$ cat config.mk
export PLATFORM = sky130hd
export DESIGN_NAME = vrc6_top
export DESIGN_NICKNAME = d
export VERILOG_FILES = /design/src/verilog/vrc6_pkg.sv /design/src/verilog/vrc6_top.sv /design/src/verilog/vrc6_irq.sv /design/src/verilog/vrc6_map.sv /design/src/verilog/vrc6_regs.sv
export SDC_FILE = /design/constraint.sdc
export NUM_CORES = 1
export LEC_CHECK = 0
export ABC_AREA = 1
export BUFFER_PORTS_ARGS = -buffer_cell sky130_fd_sc_hd__buf_2
export CAP_MARGIN = 20
export CELL_PAD_IN_SITES_DETAIL_PLACEMENT = 1
export CELL_PAD_IN_SITES_GLOBAL_PLACEMENT = 1
export CORE_MARGIN = 5
export CORE_UTILIZATION = 42
export CTS_CLUSTER_SIZE = 25
export DETAILED_ROUTE_END_ITERATION = 7
export GPL_ROUTABILITY_DRIVEN = 0
export PLACE_DENSITY_LB_ADDON = 0.2
export SETUP_SLACK_MARGIN = 0.2
export SLEW_MARGIN = 30
export SYNTH_ARGS = -nofsm -noshare
export SYNTH_HDL_FRONTEND = slang
export SYNTH_SLANG_ARGS = --single-unit
$ cat constraint.sdc
create_clock -name clk -period 3.71 [get_ports clk]
set_clock_uncertainty 0.2 [all_clocks]
set_input_delay 0.5565 -clock clk [delete_from_list [all_inputs] [get_ports clk]]
set_output_delay 0.5565 -clock clk [all_outputs]
set_load 0.03 [all_outputs]
$ cat src/verilog/vrc6_pkg.sv
package vrc6_pkg;

	// one cpu bus cycle as seen on clk
	typedef struct packed {
		logic [15:0] addr;
		logic [7:0]  data;
		logic        we;
	} cpu_bus_t;

	typedef logic [13:0] ppu_addr_t;

	typedef struct packed {
		logic [7:0]      prg0;
		logic [7:0]      prg1;
		logic [7:0][7:0] chr; // 1k chr banks
		logic [1:0]      mir;
	} bank_regs_t;

	typedef struct packed {
		logic       we;
		logic [1:0] sel; // latch, control, ack
		logic [7:0] data;
	} irq_wr_t;

	typedef struct packed {
		logic [7:0] latch;
		logic [7:0] count;
		logic [2:0] ctrl; // {m, e, a}
	} irq_state_t;

	typedef struct packed {
		logic       act;
		logic       we;
		logic [7:0] addr;
		logic [7:0] wdat;
	} ss_bus_t;

	typedef struct packed {
		logic [20:0] prg_addr;
		logic [17:0] chr_addr;
		logic [12:0] srm_addr;
		logic        ciram_a10;
		logic        ciram_ce;
		logic        rom_ce;
		logic        ram_ce;
		logic        ram_we;
		logic        prg_oe;
		logic        chr_oe;
	} map_out_t;

	// register bases on the cpu bus
	localparam logic [15:0] REG_PRG0   = 16'h8000;
	localparam logic [15:0] REG_MIR    = 16'hB003;
	localparam logic [15:0] REG_PRG1   = 16'hC000;
	localparam logic [15:0] REG_CHR_LO = 16'hD000;
	localparam logic [15:0] REG_CHR_HI = 16'hE000;
	localparam logic [15:0] REG_IRQ    = 16'hF000;

	localparam logic [7:0] SS_CHR       = 8'd0; // 0..7
	localparam logic [7:0] SS_PRG0      = 8'd16;
	localparam logic [7:0] SS_PRG1      = 8'd17;
	localparam logic [7:0] SS_MIR       = 8'd18;
	localparam logic [7:0] SS_IRQ_LATCH = 8'd32;
	localparam logic [7:0] SS_IRQ_COUNT = 8'd33;
	localparam logic [7:0] SS_IRQ_CTRL  = 8'd34;
	localparam logic [7:0] SS_MAP_IDX   = 8'd127;

	// irq register select and control bit positions
	localparam logic [1:0] IRQ_SEL_LATCH = 2'd0;
	localparam logic [1:0] IRQ_SEL_CTRL  = 2'd1;
	localparam logic [1:0] IRQ_SEL_ACK   = 2'd2;
	localparam int CTRL_A = 0;
	localparam int CTRL_E = 1;
	localparam int CTRL_M = 2;

	// one scanline is 341 ppu dots at three dots per cpu cycle
	localparam logic signed [9:0] PRESCALE_RELOAD = 10'sd341;
	localparam logic signed [9:0] PRESCALE_STEP   = 10'sd3;

	localparam logic [7:0] MAP_VRC6A = 8'd24;
	localparam logic [7:0] MAP_VRC6B = 8'd26;

endpackage
$ cat src/verilog/vrc6_top.sv
`timescale 1ns/100ps

module vrc6_top
(
	input  logic                clk,
	input  logic                map_rst,
	input  logic [7:0]          map_idx,
	input  vrc6_pkg::cpu_bus_t  cpu,
	input  logic                cpu_tick,
	input  vrc6_pkg::ppu_addr_t ppu_addr,
	input  logic                ppu_oe,
	input  vrc6_pkg::ss_bus_t   ss,
	output vrc6_pkg::map_out_t  map_out,
	output logic                irq,
	output logic [7:0]          ss_rdat
);

	vrc6_pkg::bank_regs_t regs;
	vrc6_pkg::irq_wr_t    irq_wr;
	vrc6_pkg::irq_state_t irq_st;

	// bus decode, bank registers and save-state
	vrc6_regs u_regs
	(
		.clk     (clk),
		.map_rst (map_rst),
		.map_idx (map_idx),
		.cpu     (cpu),
		.ss      (ss),
		.irq_st  (irq_st),
		.regs    (regs),
		.irq_wr  (irq_wr),
		.ss_rdat (ss_rdat)
	);

	vrc6_map u_map
	(
		.regs     (regs),
		.cpu      (cpu),
		.ppu_addr (ppu_addr),
		.ppu_oe   (ppu_oe),
		.map_out  (map_out)
	);

	vrc6_irq u_irq
	(
		.clk      (clk),
		.map_rst  (map_rst),
		.cpu_tick (cpu_tick),
		.irq_wr   (irq_wr),
		.irq      (irq),
		.irq_st   (irq_st)
	);

endmodule

$ cat src/verilog/vrc6_irq.sv
`timescale 1ns/100ps

module vrc6_irq
(
	input  logic                 clk,
	input  logic                 map_rst,
	input  logic                 cpu_tick,
	input  vrc6_pkg::irq_wr_t    irq_wr,
	output logic                 irq,
	output vrc6_pkg::irq_state_t irq_st
);

	logic [7:0]        latch;
	logic [7:0]        count;
	logic [2:0]        ctrl;
	logic signed [9:0] presc;
	logic signed [9:0] presc_dec;
	logic              presc_wrap;
	logic              latch_wr;
	logic              ctrl_wr;
	logic              ack_wr;
	logic              run;
	logic              cnt_clk;

	assign latch_wr = irq_wr.we & (irq_wr.sel == vrc6_pkg::IRQ_SEL_LATCH);
	assign ctrl_wr  = irq_wr.we & (irq_wr.sel == vrc6_pkg::IRQ_SEL_CTRL);
	assign ack_wr   = irq_wr.we & (irq_wr.sel == vrc6_pkg::IRQ_SEL_ACK);

	assign presc_dec  = presc - vrc6_pkg::PRESCALE_STEP;
	assign presc_wrap = (presc_dec <= 10'sd0);

	// a control or ack write holds off the tick for that cycle
	assign run     = ctrl[vrc6_pkg::CTRL_E] & cpu_tick & ~ctrl_wr & ~ack_wr;
	assign cnt_clk = run & (ctrl[vrc6_pkg::CTRL_M] | presc_wrap);

	always_ff @(posedge clk)
	begin
		if (map_rst)
		begin
			latch <= 8'd0;
			count <= 8'd0;
			ctrl  <= 3'd0;
			presc <= vrc6_pkg::PRESCALE_RELOAD;
			irq   <= 1'b0;
		end
		else if (ctrl_wr)
		begin
			ctrl <= irq_wr.data[2:0];
			irq  <= 1'b0;
			if (irq_wr.data[vrc6_pkg::CTRL_E])
			begin
				count <= latch;
				presc <= vrc6_pkg::PRESCALE_RELOAD;
			end
		end
		else
		begin
			if (latch_wr)
				latch <= irq_wr.data;

			if (ack_wr)
			begin
				irq <= 1'b0;
				ctrl[vrc6_pkg::CTRL_E] <= ctrl[vrc6_pkg::CTRL_A];
			end

			// scanline mode steps 341 dots per line by 3
			if (run && !ctrl[vrc6_pkg::CTRL_M])
			begin
				if (presc_wrap)
					presc <= presc_dec + vrc6_pkg::PRESCALE_RELOAD;
				else
					presc <= presc_dec;
			end

			if (cnt_clk)
			begin
				if (count == 8'hFF)
				begin
					count <= latch; // overflow reloads and fires
					irq   <= 1'b1;
				end
				else
					count <= count + 8'd1;
			end
		end
	end

	assign irq_st.latch = latch;
	assign irq_st.count = count;
	assign irq_st.ctrl  = ctrl;

endmodule

$ cat src/verilog/vrc6_map.sv
`timescale 1ns/100ps

module vrc6_map
(
	input  vrc6_pkg::bank_regs_t regs,
	input  vrc6_pkg::cpu_bus_t   cpu,
	input  vrc6_pkg::ppu_addr_t  ppu_addr,
	input  logic                 ppu_oe,
	output vrc6_pkg::map_out_t   map_out
);

	logic [7:0] prg_bank;
	logic [7:0] chr_bank;

	// 16k window at 8000, 8k at C000, last 8k fixed
	always_comb
	begin
		case (cpu.addr[15:13])
			3'b110:  prg_bank = regs.prg1;
			3'b111:  prg_bank = 8'hFF;
			default: prg_bank = {regs.prg0[6:0], cpu.addr[13]};
		endcase
	end

	assign chr_bank = regs.chr[ppu_addr[12:10]];

	assign map_out.prg_addr = {prg_bank, cpu.addr[12:0]};
	assign map_out.chr_addr = {chr_bank, ppu_addr[9:0]};
	assign map_out.srm_addr = cpu.addr[12:0];

	always_comb
	begin
		case (regs.mir)
			2'd0:    map_out.ciram_a10 = ppu_addr[10]; // vertical
			2'd1:    map_out.ciram_a10 = ppu_addr[11]; // horizontal
			2'd2:    map_out.ciram_a10 = 1'b0;
			default: map_out.ciram_a10 = 1'b1;
		endcase
	end

	// nametables live at 2000..3FFF
	assign map_out.ciram_ce = ~ppu_addr[13];

	assign map_out.rom_ce = cpu.addr[15];
	assign map_out.ram_ce = (cpu.addr[15:13] == 3'b011); // 6000..7FFF
	assign map_out.ram_we = map_out.ram_ce & cpu.we;
	assign map_out.prg_oe = ~cpu.we;
	assign map_out.chr_oe = ~ppu_oe;

endmodule

$ cat src/verilog/vrc6_regs.sv
`timescale 1ns/100ps

module vrc6_regs
(
	input  logic                 clk,
	input  logic                 map_rst,
	input  logic [7:0]           map_idx,
	input  vrc6_pkg::cpu_bus_t   cpu,
	input  vrc6_pkg::ss_bus_t    ss,
	input  vrc6_pkg::irq_state_t irq_st,
	output vrc6_pkg::bank_regs_t regs,
	output vrc6_pkg::irq_wr_t    irq_wr,
	output logic [7:0]           ss_rdat
);

	logic [1:0]  lo_plain; // A1:A0 order
	logic [1:0]  lo_swap;  // A0:A1 order
	logic [1:0]  reg_lo;
	logic [15:0] reg_addr;
	logic        bus_we;

	// A3:A2 take over the low lines when they are nonzero
	assign lo_plain = (cpu.addr[3:2] == 2'd0) ? cpu.addr[1:0] : cpu.addr[3:2];
	assign lo_swap  = (cpu.addr[3:2] == 2'd0) ? {cpu.addr[0], cpu.addr[1]} :
		{cpu.addr[2], cpu.addr[3]};

	always_comb
	begin
		case (map_idx)
			vrc6_pkg::MAP_VRC6A: reg_lo = lo_plain;
			vrc6_pkg::MAP_VRC6B: reg_lo = lo_swap;
			default:             reg_lo = lo_plain;
		endcase
	end

	assign reg_addr = {cpu.addr[15:12], 10'd0, reg_lo};
	assign bus_we   = cpu.we & ~ss.act; // save-state owns the registers

	// save-state first, then reset, then the cpu bus
	always_ff @(posedge clk)
	begin
		if (ss.act)
		begin
			if (ss.we)
			begin
				if (ss.addr[7:3] == vrc6_pkg::SS_CHR[7:3])
					regs.chr[ss.addr[2:0]] <= ss.wdat;
				if (ss.addr == vrc6_pkg::SS_PRG0)
					regs.prg0 <= ss.wdat;
				if (ss.addr == vrc6_pkg::SS_PRG1)
					regs.prg1 <= ss.wdat;
				if (ss.addr == vrc6_pkg::SS_MIR)
					regs.mir <= ss.wdat[1:0];
			end
		end
		else if (map_rst)
		begin
			regs.prg0 <= 8'd0;
			regs.prg1 <= 8'd1; // second 8k window starts one bank up
			regs.mir  <= 2'd0;
			regs.chr  <= '0;
		end
		else if (bus_we)
		begin
			// prg banks ignore the low lines entirely
			if (cpu.addr[15:12] == vrc6_pkg::REG_PRG0[15:12])
				regs.prg0 <= cpu.data;
			if (cpu.addr[15:12] == vrc6_pkg::REG_PRG1[15:12])
				regs.prg1 <= cpu.data;

			if (reg_addr == vrc6_pkg::REG_MIR)
				regs.mir <= cpu.data[3:2];

			if ({reg_addr[15:2], 2'b00} == vrc6_pkg::REG_CHR_LO)
				regs.chr[{1'b0, reg_addr[1:0]}] <= cpu.data;
			if ({reg_addr[15:2], 2'b00} == vrc6_pkg::REG_CHR_HI)
				regs.chr[{1'b1, reg_addr[1:0]}] <= cpu.data;
		end
	end

	// only F000..F002 reach the irq block
	assign irq_wr.we   = bus_we & ({reg_addr[15:2], 2'b00} == vrc6_pkg::REG_IRQ) &
		(reg_lo != 2'd3);
	assign irq_wr.sel  = reg_lo;
	assign irq_wr.data = cpu.data;

	always_comb
	begin
		case (ss.addr)
			vrc6_pkg::SS_PRG0:      ss_rdat = regs.prg0;
			vrc6_pkg::SS_PRG1:      ss_rdat = regs.prg1;
			vrc6_pkg::SS_MIR:       ss_rdat = {6'd0, regs.mir};
			vrc6_pkg::SS_IRQ_LATCH: ss_rdat = irq_st.latch;
			vrc6_pkg::SS_IRQ_COUNT: ss_rdat = irq_st.count;
			vrc6_pkg::SS_IRQ_CTRL:  ss_rdat = {5'd0, irq_st.ctrl};
			vrc6_pkg::SS_MAP_IDX:   ss_rdat = map_idx;
			default:
			begin
				if (ss.addr[7:3] == vrc6_pkg::SS_CHR[7:3])
					ss_rdat = regs.chr[ss.addr[2:0]];
				else
					ss_rdat = 8'hFF; // unmapped
			end
		endcase
	end

endmodule

==> qor.txt, run 1 <==
# diodes: 0
first-pass GRT wire length: 42990 um
Top Ports: 137
area of the mapped netlist: 7483 um2
Filler Cell Count: 2208
Syn Inst Count: 949
post-route ant nets: 0
CP Max Fanout: 11
Buf+Inv Stages, Crit Path: 4
Layout Nets: 1075
initial antenna violation count: 0
most common cell after layout, fill and taps aside: nand2_1
CTS Sinks: 112
leakage power: 3.432 nW
P&R area growth vs syn: 10.88%
Post-Route WL: 28500 um
GRT Resource Usage Total: 27.81%
Detail Placement HPWL: 21280 um
post-synth cell types: 52
Slew Limit Headroom: 42.03%
Ys Warns: 0
post-synth top area share: 32.90%
gr ovfl total: 0
Residual DRC: 0
post-route insts no fill: 1233
DIE WIDTH: 143.5 um
Routed WL per cell: 23.12 um
CP Capture Type: output pin
CTS Buffer Depth: 2
final worst path period share: 90.49%
R2R cell count: 11
syn nets: 1021
Pre-antenna DRT Iters: 5
hold buffers post-CTS: 0
Compound-Gate Fraction of Synth Area: 20.73%
Hold Crit Depth: 2
htree depth: 3
Clk pin slew, worst setup/hold paths: 0.08 ns
most frequent cells in the layout: 206 x nand2_1, 107 x inv_1, 92 x buf_2
final setup violation count: 0
Peak VDD IR: 0.2280 mV
r2r startpoint: u_irq.count[0]
post-synth top area cell: edfxtp_1
number of synthesized register bits: 112
Worst-Margin Slew: 0.8695 ns
Worst EP arrival: 2.60 ns
vias per cell: 5.914
setup repair after global routing missed its margin: false
Clock Latency Late Sink: 0.37 ns
Fmax: 297.9 MHz
Die Y-Extent: 143.5 um
Via Count: 7292
register area: 3063 um2
hold endpoint: u_irq.irq
placed cells: 1217
port bufs: 92
cell family with most CP delay: simple AND/OR/NAND/NOR gates
Synth Area in Simple Gates: 24.39%
area of the core: 17420 um2
Post-Synth Adder-Cell Area: 0.5016%
final setup TNS: 0 ns
largest net degree at the start of global routing: 41
final hold violations: 0
Post-CTS Repair Setup Buffers: 0
vias in the first global route: 7270
area of the multi-input gates: 3570 um2
total CTS buffers: 9
worst r2r dst: u_irq.count[2]
max_cap viols: 0
largest stage delay on the critical path: 0.48 ns
Initial Util: 42.97%
CP required: 2.95 ns
CP Cell Sequence: buf_2 > inv_1 > nor3_4 > inv_1 > nor3_2 > nand2_1 > nand3_1 > nor3_1 > nand2_1 > buf_2
slowest CP cell: nor3_2
Initial DRC Count: 780
Worst Hold Class: flop to flop
largest family of logic cells by synthesized area: simple AND/OR/NAND/NOR gates
worst reg2reg setup slack: 1.40 ns
layout cells sized above 1: 20.83%
post-route minimum period: 3.357 ns
Seq/Total Area, Yosys: 40.93%
hold path start: u_irq.irq
ranking of synthesized cells by area: edfxtp_1 33%, nand2_1 10%, dfxtp_1 8.0%, o22ai_1 6.9%, inv_1 5.4%
max-slew violations: 0
DIE AREA: 20590 um2
XOR/XNOR Fraction of Synth Area: 1.037%
share of synthesized area spent on multiplexers: 0%
result of the run: finished clean
Power Density: 351.8 nW/um2
Post-CTS Resized: 0
FP Rows: 48
CTS tree: done
critical path type: primary input to output pin
CTS Root Cell: clkbuf_16
Critical Path Start Type: primary input
Synth Area per Inst: 7.886 um2
[worst register-to-register path, cell delays in order (launching register included)]
cell	delay, ns
dfxtp_1	0.40
ha_1	0.20
nand3_1	0.13
nor3_1	0.28
nand3_1	0.27
nand2_1	0.35
nand2_1	0.09
o21ai_0	0.08
inv_1	0.05
nand2_1	0.06
nand2_1	0.04
nor2_1	0.10
[layout make-up]
class / instances / share of cell area, %
sequential: 112 / 36.91
timing repair buffer: 116 / 7.720
inverter: 122 / 5.564
multi-input combinational: 642 / 43.02
clock inverter: 7 / 0.6785
tap: 225 / 3.393
clock buffer: 9 / 2.714
[worst max path at each step]
stage                            to    from  slack (ns)  depth (start not counted)
finish                   ss_rdat[0]   ss[9]        0.35                         10
global placement         ss_rdat[0]   ss[9]        0.40                         10
detailed placement       ss_rdat[0]   ss[9]        0.38                         10
global route             ss_rdat[0]   ss[9]        0.22                         10
CTS                      ss_rdat[0]   ss[9]        0.37                         10
floorplan           u_regs.regs[26]  ss[14]        0.43                          7
[power breakdown]
| part | total (W) | internal (W) | switching, W |
|---|---|---|---|
| sequential | 0.00146 | 0.00141 | 0.0000442 |
| clock | 0.000973 | 0.000464 | 0.000509 |
| combinational | 0.000491 | 0.000132 | 0.000359 |
| total | 0.00292 | 0.00201 | 0.000913 |
[cell families (layout without fill, tap and decap cells)]
kind of cell | count (synthesis) | count (layout)
fa+ha+maj | 3 | 3
flops | 112 | 112
simple gates | 383 | 383
compound gates | 248 | 248
xor+xnor | 8 | 8
buf+inv | 195 | 254
[per-stage QoR]
stage                     hold WS [ns]  power (W)  instance area, um2  setup WS (ns)  util (%)
after floorplan                 0.2440   0.001798                7483         0.4349         -
after global placement          0.2748   0.001948                7956         0.4012     45.68
after detailed placement        0.2912   0.001961                8016         0.3843     46.03
after CTS                       0.3042   0.002913                8298         0.3749     47.64
after global routing            0.3293   0.003011                8298         0.2200     47.64
final                           0.2952   0.002919                8298         0.3530     47.64
[synth_stat cells, drive strengths merged]
master and number:
edfxtp 82, xnor2 2, a21oi 45, o21ai 61, dfxtp 30, inv 121
a32o 1, xor2 6, nand3 64, buf 53, nor2 64, a221oi 12
a2111oi 4, nand2 225, o2111ai 2, nand4 10, o31ai 1, a22oi 10
clkinv 1, a211oi 12, a31oi 9, nor3 14, o22ai 82, o211ai 7
ha 3, a22o 2, nor4 4, nand3b 2, clkbuf 20
[per-layer routing]
| layer | vias up | track usage, % | part of all wire, % |
|---|---|---|---|
| met5 | - | 0 | 0 |
| met4 | 0 | 10.21 | 3.3 |
| met3 | 66 | 6.323 | 8.4 |
| met2 | 293 | 42.36 | 44 |
| met1 | 3543 | 38.84 | 44 |
| li1 | 3390 | - | - |
[sequential cells by signal, summed over array words and instances, names as in the netlist]
register / cells
u_regs.regs: 82
u_irq.presc: 10
u_irq.count: 8
u_irq.latch: 8
u_irq.ctrl: 3
u_irq.irq: 1
Note: power is estimated with default switching activity, not from simulation.
==> inputs of run 2 (changes only) <==
--- a/config.mk
+++ b/config.mk
@@ -10,12 +10,14 @@
 export CAP_MARGIN = 20
 export CELL_PAD_IN_SITES_DETAIL_PLACEMENT = 1
 export CELL_PAD_IN_SITES_GLOBAL_PLACEMENT = 1
+export CORE_ASPECT_RATIO = 1.5
 export CORE_MARGIN = 5
-export CORE_UTILIZATION = 42
+export CORE_UTILIZATION = 43
+export CTS_BUF_LIST = sky130_fd_sc_hd__clkbuf_4 sky130_fd_sc_hd__clkbuf_8
 export CTS_CLUSTER_SIZE = 25
 export DETAILED_ROUTE_END_ITERATION = 7
 export GPL_ROUTABILITY_DRIVEN = 0
-export PLACE_DENSITY_LB_ADDON = 0.2
+export PLACE_DENSITY_LB_ADDON = 0.1
 export SETUP_SLACK_MARGIN = 0.2
 export SLEW_MARGIN = 30
 export SYNTH_ARGS = -nofsm -noshare
==> qor.txt, run 2 (same netlist as run 1, synthesis figures left out) <==
Worst EP arrival: 2.36 ns (-0.24 ns)
DIE AREA: 20200 um2 (-1.9%)
setup repair after global routing missed its margin: false
P&R area growth vs syn: 8.560%
critical path type: primary input to output pin
hold endpoint: u_irq.presc[9]
vias in the first global route: 7417 (+2.0%)
result of the run: finished clean
Fmax: 320.5 MHz (+7.6%)
hold path start: u_irq.presc[9]
Clock Latency Late Sink: 0.39 ns (+0.02 ns)
Clk pin slew, worst setup/hold paths: 0.11 ns (+0.03 ns)
leakage power: 3.394 nW (-1.1%)
Filler Cell Count: 2217 (+0.41%)
Post-CTS Resized: 0 (unchanged)
Largest Register: u_regs.regs
worst r2r dst: u_irq.count[2]
CTS Sinks: 112 (unchanged)
Pre-antenna DRT Iters: 7 (+2)
Peak VDD IR: 0.1800 mV (-21%)
largest stage delay on the critical path: 0.39 ns (-0.09 ns)
cell family with most CP delay: simple AND/OR/NAND/NOR gates
most frequent cells in the layout: 206 x nand2_1, 107 x inv_1, 92 x buf_2
CTS Buffer Depth: 2 (unchanged)
cell area after layout: 8124 um2 (-2.1%)
Initial DRC Count: 460 (-41%)
gr ovfl total: 0 (unchanged)
worst reg2reg setup slack: 1.34 ns (-0.06 ns)
Slew Limit Headroom: 52.36% (+10 points)
CP Cell Sequence: buf_2 > inv_1 > nor2_1 > nand2_1 > inv_1 > a221oi_1 > nand4_1 > nand2_1 > nand2_1 > buf_2
dpl cell area: 7941 um2 (-0.94%)
Hold Crit Depth: 2 (unchanged)
r2r startpoint: u_irq.count[0]
Worst Hold Class: flop to flop
post-route minimum period: 3.120 ns (-0.2371 ns)
Top Registers: u_regs.regs: 82 flops, u_irq.presc: 10 flops
port bufs: 92 (unchanged)
layout cells sized above 1: 20.63% (-0.20 points)
area of the multi-input gates: 3510 um2 (-1.7%)
first-pass GRT wire length: 41920 um (-2.5%)
DIE WIDTH: 117.7 um (-18%)
Worst-Margin Slew: 0.7071 ns (-0.1624 ns)
Critical Path Start Type: primary input
Die Y-Extent: 171.6 um (+20%)
Flop pwr share: 54.6% (+4.8 points)
P_int: 0.001805 W (-10%)
final worst path period share: 84.09% (-6.4 points)
CP most frequent cell: nand2_1
max FFs per register: 82 (unchanged)
CP required: 2.95 ns (about the same)
hold buffers post-CTS: 0 (unchanged)
GRT Resource Usage Total: 26.61% (-1.2 points)
switching pwr: 0.0008490 W (-7.0%)
post-route ant nets: 0 (unchanged)
# diodes: 0 (unchanged)
Detail Placement HPWL: 21850 um (+2.7%)
register area: 3063 um2 (unchanged)
vias per cell: 5.848 (-1.1%)
slowest CP cell: nand2_1
Buf+Inv Stages, Crit Path: 4 (unchanged)
CTS Root Cell: clkbuf_8
R2R cell count: 11 (unchanged)
largest net degree at the start of global routing: 41 (unchanged)
htree depth: 3 (unchanged)
final setup violation count: 0 (unchanged)
CP startpoint: ss[10]
initial antenna violation count: 1 (+1)
Sw Ratio: 31.99% (+0.73 points)
Residual DRC: 0 (unchanged)
final hold violations: 0 (unchanged)
Logic pwr share: 18.0% (+1.2 points)
most common cell after layout, fill and taps aside: nand2_1
final setup TNS: 0 ns (unchanged)
Post-CTS Repair Setup Buffers: 0 (unchanged)
Top Ports: 137 (unchanged)
CP Capture Type: output pin
area of the core: 17270 um2 (-0.82%)
CP Max Fanout: 11 (unchanged)
FP Rows: 59 (+23%)
Routed WL per cell: 22.47 um (-2.8%)
max-slew violations: 0 (unchanged)
clock power share: 27.3% (-6.0 points)
CTS tree: done
Initial Util: 43.32% (+0.35 points)
Post-Route WL: 27440 um (-3.7%)
max_cap viols: 0 (unchanged)
Via Count: 7140 (-2.1%)
Layout Nets: 1075 (unchanged)
total CTS buffers: 9 (unchanged)
Power Density: 326.7 nW/um2 (-7.1%)
==> run 2: through the flow <==
step | setup slack, ns | hold slack, ns | cells | total power [W] | utilization [%]
finish | 0.5901 | 0.2955 | 1221 | 0.002654 | 47.03
global route | 0.4833 | 0.3094 | 1221 | 0.002748 | 47.03
CTS | 0.6141 | 0.2966 | 1221 | 0.002661 | 47.03
detailed placement | 0.6176 | 0.2690 | 1205 | 0.001954 | 45.97
global placement | 0.6691 | 0.2770 | 1205 | 0.001948 | 45.97
floorplan | 0.4349 | 0.2440 | 949 | 0.001798 | -
==> run 2: layout make-up <==
class	instances	share of cell area, %
repair buffers	116	7.885
clock buffers	10	1.617
clock inverters	6	0.6314
flip-flops and latches	112	37.70
well taps	213	3.280
multi-input cells	642	43.20
inverters	122	5.683
==> run 2: metal layers <==
metal	wire length (um)	vias to the layer above	global-route usage, %
li1	-	3389	-
met1	10160	3455	28.92
met2	15000	234	51.40
met3	1228	60	3.421
met4	1035	2	11.53
met5	13	-	0
==> run 2: power groups by stage <==
stage	registers (W)	logic, W	clock network, W
after floorplan	0.00146	0.000342	0
after global placement	0.00148	0.000471	0
after detailed placement	0.00148	0.000477	0
after CTS	0.00145	0.000478	0.000734
after global routing	0.00145	0.000514	0.000780
final	0.00145	0.000478	0.000725
==> run 2: tightest hold or removal path, delay by kind of cell (launching register included) <==
| kind | cells | cell delay [ns] |
|---|---|---|
| DFF | 1 | 0.33 |
| AOI/OAI and AO/OA | 1 | 0.06 |
| and+or+nand+nor | 1 | 0.07 |
==> run 2: how the worst max path moves through the flow <==
stage,end,slack [ns],cells past startpoint
2_1_floorplan,u_regs.regs[26],0.43,7
3_3_place_gp,ss_rdat[4],0.67,10
3_5_place_dp,ss_rdat[3],0.62,10
4_1_cts,ss_rdat[3],0.61,10
5_1_grt,ss_rdat[1],0.48,10
6_report,ss_rdat[1],0.59,10
==> inputs of run 3 (changes only) <==
--- a/config.mk
+++ b/config.mk
@@ -5,14 +5,14 @@
 export SDC_FILE = /design/constraint.sdc
 export NUM_CORES = 1
 export LEC_CHECK = 0
-export ABC_AREA = 1
+export ABC_AREA = 0
 export BUFFER_PORTS_ARGS = -buffer_cell sky130_fd_sc_hd__buf_2
 export CAP_MARGIN = 20
 export CELL_PAD_IN_SITES_DETAIL_PLACEMENT = 1
 export CELL_PAD_IN_SITES_GLOBAL_PLACEMENT = 1
 export CORE_ASPECT_RATIO = 1.5
 export CORE_MARGIN = 5
-export CORE_UTILIZATION = 43
+export CORE_UTILIZATION = 45
 export CTS_BUF_LIST = sky130_fd_sc_hd__clkbuf_4 sky130_fd_sc_hd__clkbuf_8
 export CTS_CLUSTER_SIZE = 25
 export DETAILED_ROUTE_END_ITERATION = 7
==> constraint.sdc (replaced) <==
create_clock -name clk -period 2.9 [get_ports clk]
set_clock_uncertainty 0.2 [all_clocks]
set_input_delay 0.435 -clock clk [delete_from_list [all_inputs] [get_ports clk]]
set_output_delay 0.435 -clock clk [all_outputs]
set_load 0.03 [all_outputs]
==> qor.txt, run 3 <==
setup repair after global routing missed its margin: true
Critical Path Start Type: primary input
FP Rows: 58 (-1.7%)
Initial DRC Count: 629 (+37%)
final worst slack: 0.1707 ns (-0.4194 ns)
post-route minimum period: 2.729 ns
area of the mapped netlist: 7510 um2 (+0.35%)
critical path type: primary input to output pin
Seq/Total Area, Yosys: 40.79% (-0.14 points)
EDFF count, synth: 82 (unchanged)
CP Max Fanout: 12 (+1)
post-synth top area share: 32.79% (-0.12 points)
post-route insts no fill: 1088 (-11%)
fin util: 54.04% (+7.0 points)
CTS Buffer Depth: 2 (unchanged)
Fmax: 366.4 MHz
Filler Cell Count: 1893 (-15%)
hold path start: cpu[3]
Post-Route WL: 29410 um (+7.2%)
# diodes: 0 (unchanged)
Largest Register: u_regs.regs
leakage power: 3.143 nW (-7.4%)
Detail Placement HPWL: 22430 um (+2.7%)
Power Density: 390.6 nW/um2 (+20%)
Residual DRC: 0 (unchanged)
Peak VDD IR: 0.2273 mV (+26%)
Routed WL per cell: 27.03 um (+20%)
Pre-antenna DRT Iters: 5 (-2)
Syn Inst Count: 782 (-18%)
Top Usage Layer GRT: met2
gr ovfl total: 0 (unchanged)
CP Cell Sequence: buf_4 > buf_4 > and3_1 > a22oi_1 > nand3_1 > nor2_1 > a31oi_2 > buf_6
hold buffers post-CTS: 0 (unchanged)
Initial Util: 45.19% (+1.9 points)
final hold violations: 0 (unchanged)
max FFs per register: 82 (unchanged)
r2r startpoint: u_irq.presc[1]
Clk pin slew, worst setup/hold paths: 0.11 ns (about the same)
Synth Area per Inst: 9.603 um2 (+22%)
R2R cell count: 9 (-2)
Via Count: 7025 (-1.6%)
CP Capture Type: output pin
port bufs: 92 (unchanged)
number of synthesized register bits: 112 (unchanged)
initial antenna violation count: 0 (-1)
ys async rst share: 0% (unchanged)
hold endpoint: u_irq.ctrl[2]
synth cell count leaders: 82 x edfxtp_1, 82 x nor2_1, 67 x a22o_1
CTS Sinks: 112 (unchanged)
result of the run: finished clean
met3 usage: 3.668% (+0.25 points)
post-synth top area cell: edfxtp_1
layout cells sized above 1: 33.49% (+13 points)
post-route ant nets: 0 (unchanged)
max_cap viols: 0 (unchanged)
htree depth: 3 (unchanged)
total CTS buffers: 9 (unchanged)
ranking of synthesized cells by area: edfxtp_1 33%, dfxtp_1 8.0%, a22o_1 7.8%, mux4_2 4.8%, nor2_1 4.1%
area of the core: 16620 um2 (-3.8%)
Hold Crit Depth: 3 (+1)
CTS Root Cell: clkbuf_8
Layout Nets: 945 (-12%)
Slew Limit Headroom: 40.67% (-12 points)
final setup violation count: 0 (unchanged)
Worst EP arrival: 2.09 ns (-0.27 ns)
largest stage delay on the critical path: 0.43 ns (+0.04 ns)
CP most frequent cell: buf_4
P&R area growth vs syn: 19.58%
largest net degree at the start of global routing: 22 (-46%)
Top FF cell, synth: edfxtp_1
Worst Hold Class: primary input to flop
GRT Resource Usage Total: 30.05% (+3.4 points)
worst reg2reg setup slack: 0.25 ns (-1.09 ns)
placed cells: 1055 (-12%)
final worst path period share: 94.11%
worst r2r dst: u_irq.presc[8]
GRT met2 Usage: 55.39% (+4.0 points)
syn nets: 854 (-16%)
vias in the first global route: 7487 (+0.94%)
cell family with most CP delay: simple AND/OR/NAND/NOR gates
DIE WIDTH: 115.5 um (-1.9%)
cell area after layout: 8980 um2 (+11%)
vias per cell: 6.457 (+10%)
CP required: 2.27 ns (-0.68 ns)
Top Ports: 137 (unchanged)
Buf+Inv Stages, Crit Path: 3 (-1)
most frequent cells in the layout: 82 x edfxtp_1, 81 x buf_2, 79 x nor2_1
max-slew violations: 0 (unchanged)
Die Y-Extent: 168.2 um (-2.0%)
post-synth cell types: 68 (+31%)
Worst-Margin Slew: 0.8867 ns (+0.1796 ns)
DIE AREA: 19420 um2 (-3.8%)
slowest CP cell: a22oi_1
first-pass GRT wire length: 43650 um (+4.1%)
most common cell after layout, fill and taps aside: edfxtp_1
M1 GR Usage: 31.03% (+2.1 points)
Place WS: -0.1301 ns (-0.7477 ns)
Clock Latency Late Sink: 0.38 ns (about the same)
Ys Warns: 0 (unchanged)
dpl cell area: 8312 um2 (+4.7%)
CTS tree: done
Top Registers: u_regs.regs: 82 flops, u_irq.presc: 10 flops
run 3: cell families after synthesis:
| logic type | count (synthesis) | share of synthesized area [%] |
|---|---|---|
| compound gates | 255 | 24.69 |
| xor+xnor | 9 | 1.050 |
| fa+ha+maj | 3 | 0.4999 |
| buf+inv | 113 | 7.714 |
| flops | 112 | 40.79 |
| mux | 47 | 9.264 |
| simple gates | 243 | 15.99 |
run 3: layout make-up:
type	count	area [um2]	area share [%]
Multi-Input combinational cell	560	4185	46.61
Inverter	13	48.80	0.5434
Clock buffer	10	137.6	1.533
Clock inverter	6	70.07	0.7803
Timing Repair Buffer	177	1211	13.49
Tap cell	210	262.8	2.926
Sequential cell	112	3064	34.12
run 3: worst max path at each step:
stage	start	to	slack (ns)	cells past startpoint
after floorplan	ss[14]	ss_rdat[0]	0.18	6
after global placement	ss[14]	ss_rdat[6]	-0.1	7
after CTS	u_regs.regs[48]	ss_rdat[6]	0.17	7
after global routing	ss[13]	ss_rdat[5]	0.1	9
final	ss[8]	ss_rdat[1]	0.17	8
after detailed placement	ss[14]	ss_rdat[6]	-0.13	7
run 3: layer usage:
metal,vias up,routed length (um)
met4,0,2213
met3,108,1183
li1,3130,-
met1,3505,10090
met5,-,0
met2,282,15920
run 3: repair_timing:
item / 4_1_cts / 5_1_grt
resized for setup: 42 / 39
endpoints found under the hold margin: 0 / 0
endpoints found under the setup margin: 22 / 22
cloned: 1 / 2
buffers inserted: 8 / 6
pin swaps: 11 / 21
run 3: worst min-delay path, stage by stage:
cell	delay, ns
buf_2	0.19
nand2_1	0.09
a21oi_1	0.05
run 3: per-stage QoR:
step	setup TNS (ns)	hold slack, ns	power, W
final	0	0.2410	0.003508
after CTS	0	0.2215	0.003500
after detailed placement	-0.3624	0.2512	0.002522
after floorplan	0	0.2497	0.002302
after global routing	0	0.2492	0.003627
after global placement	-0.2095	0.2477	0.002500
run 3: power by group:
group          internal (W)  switching [W]  leakage (nW)
Combinational      0.000242       0.000416          2.14
Sequential          0.00180      0.0000687         0.903
Clock              0.000366       0.000612         0.105
Total               0.00241        0.00110          3.14
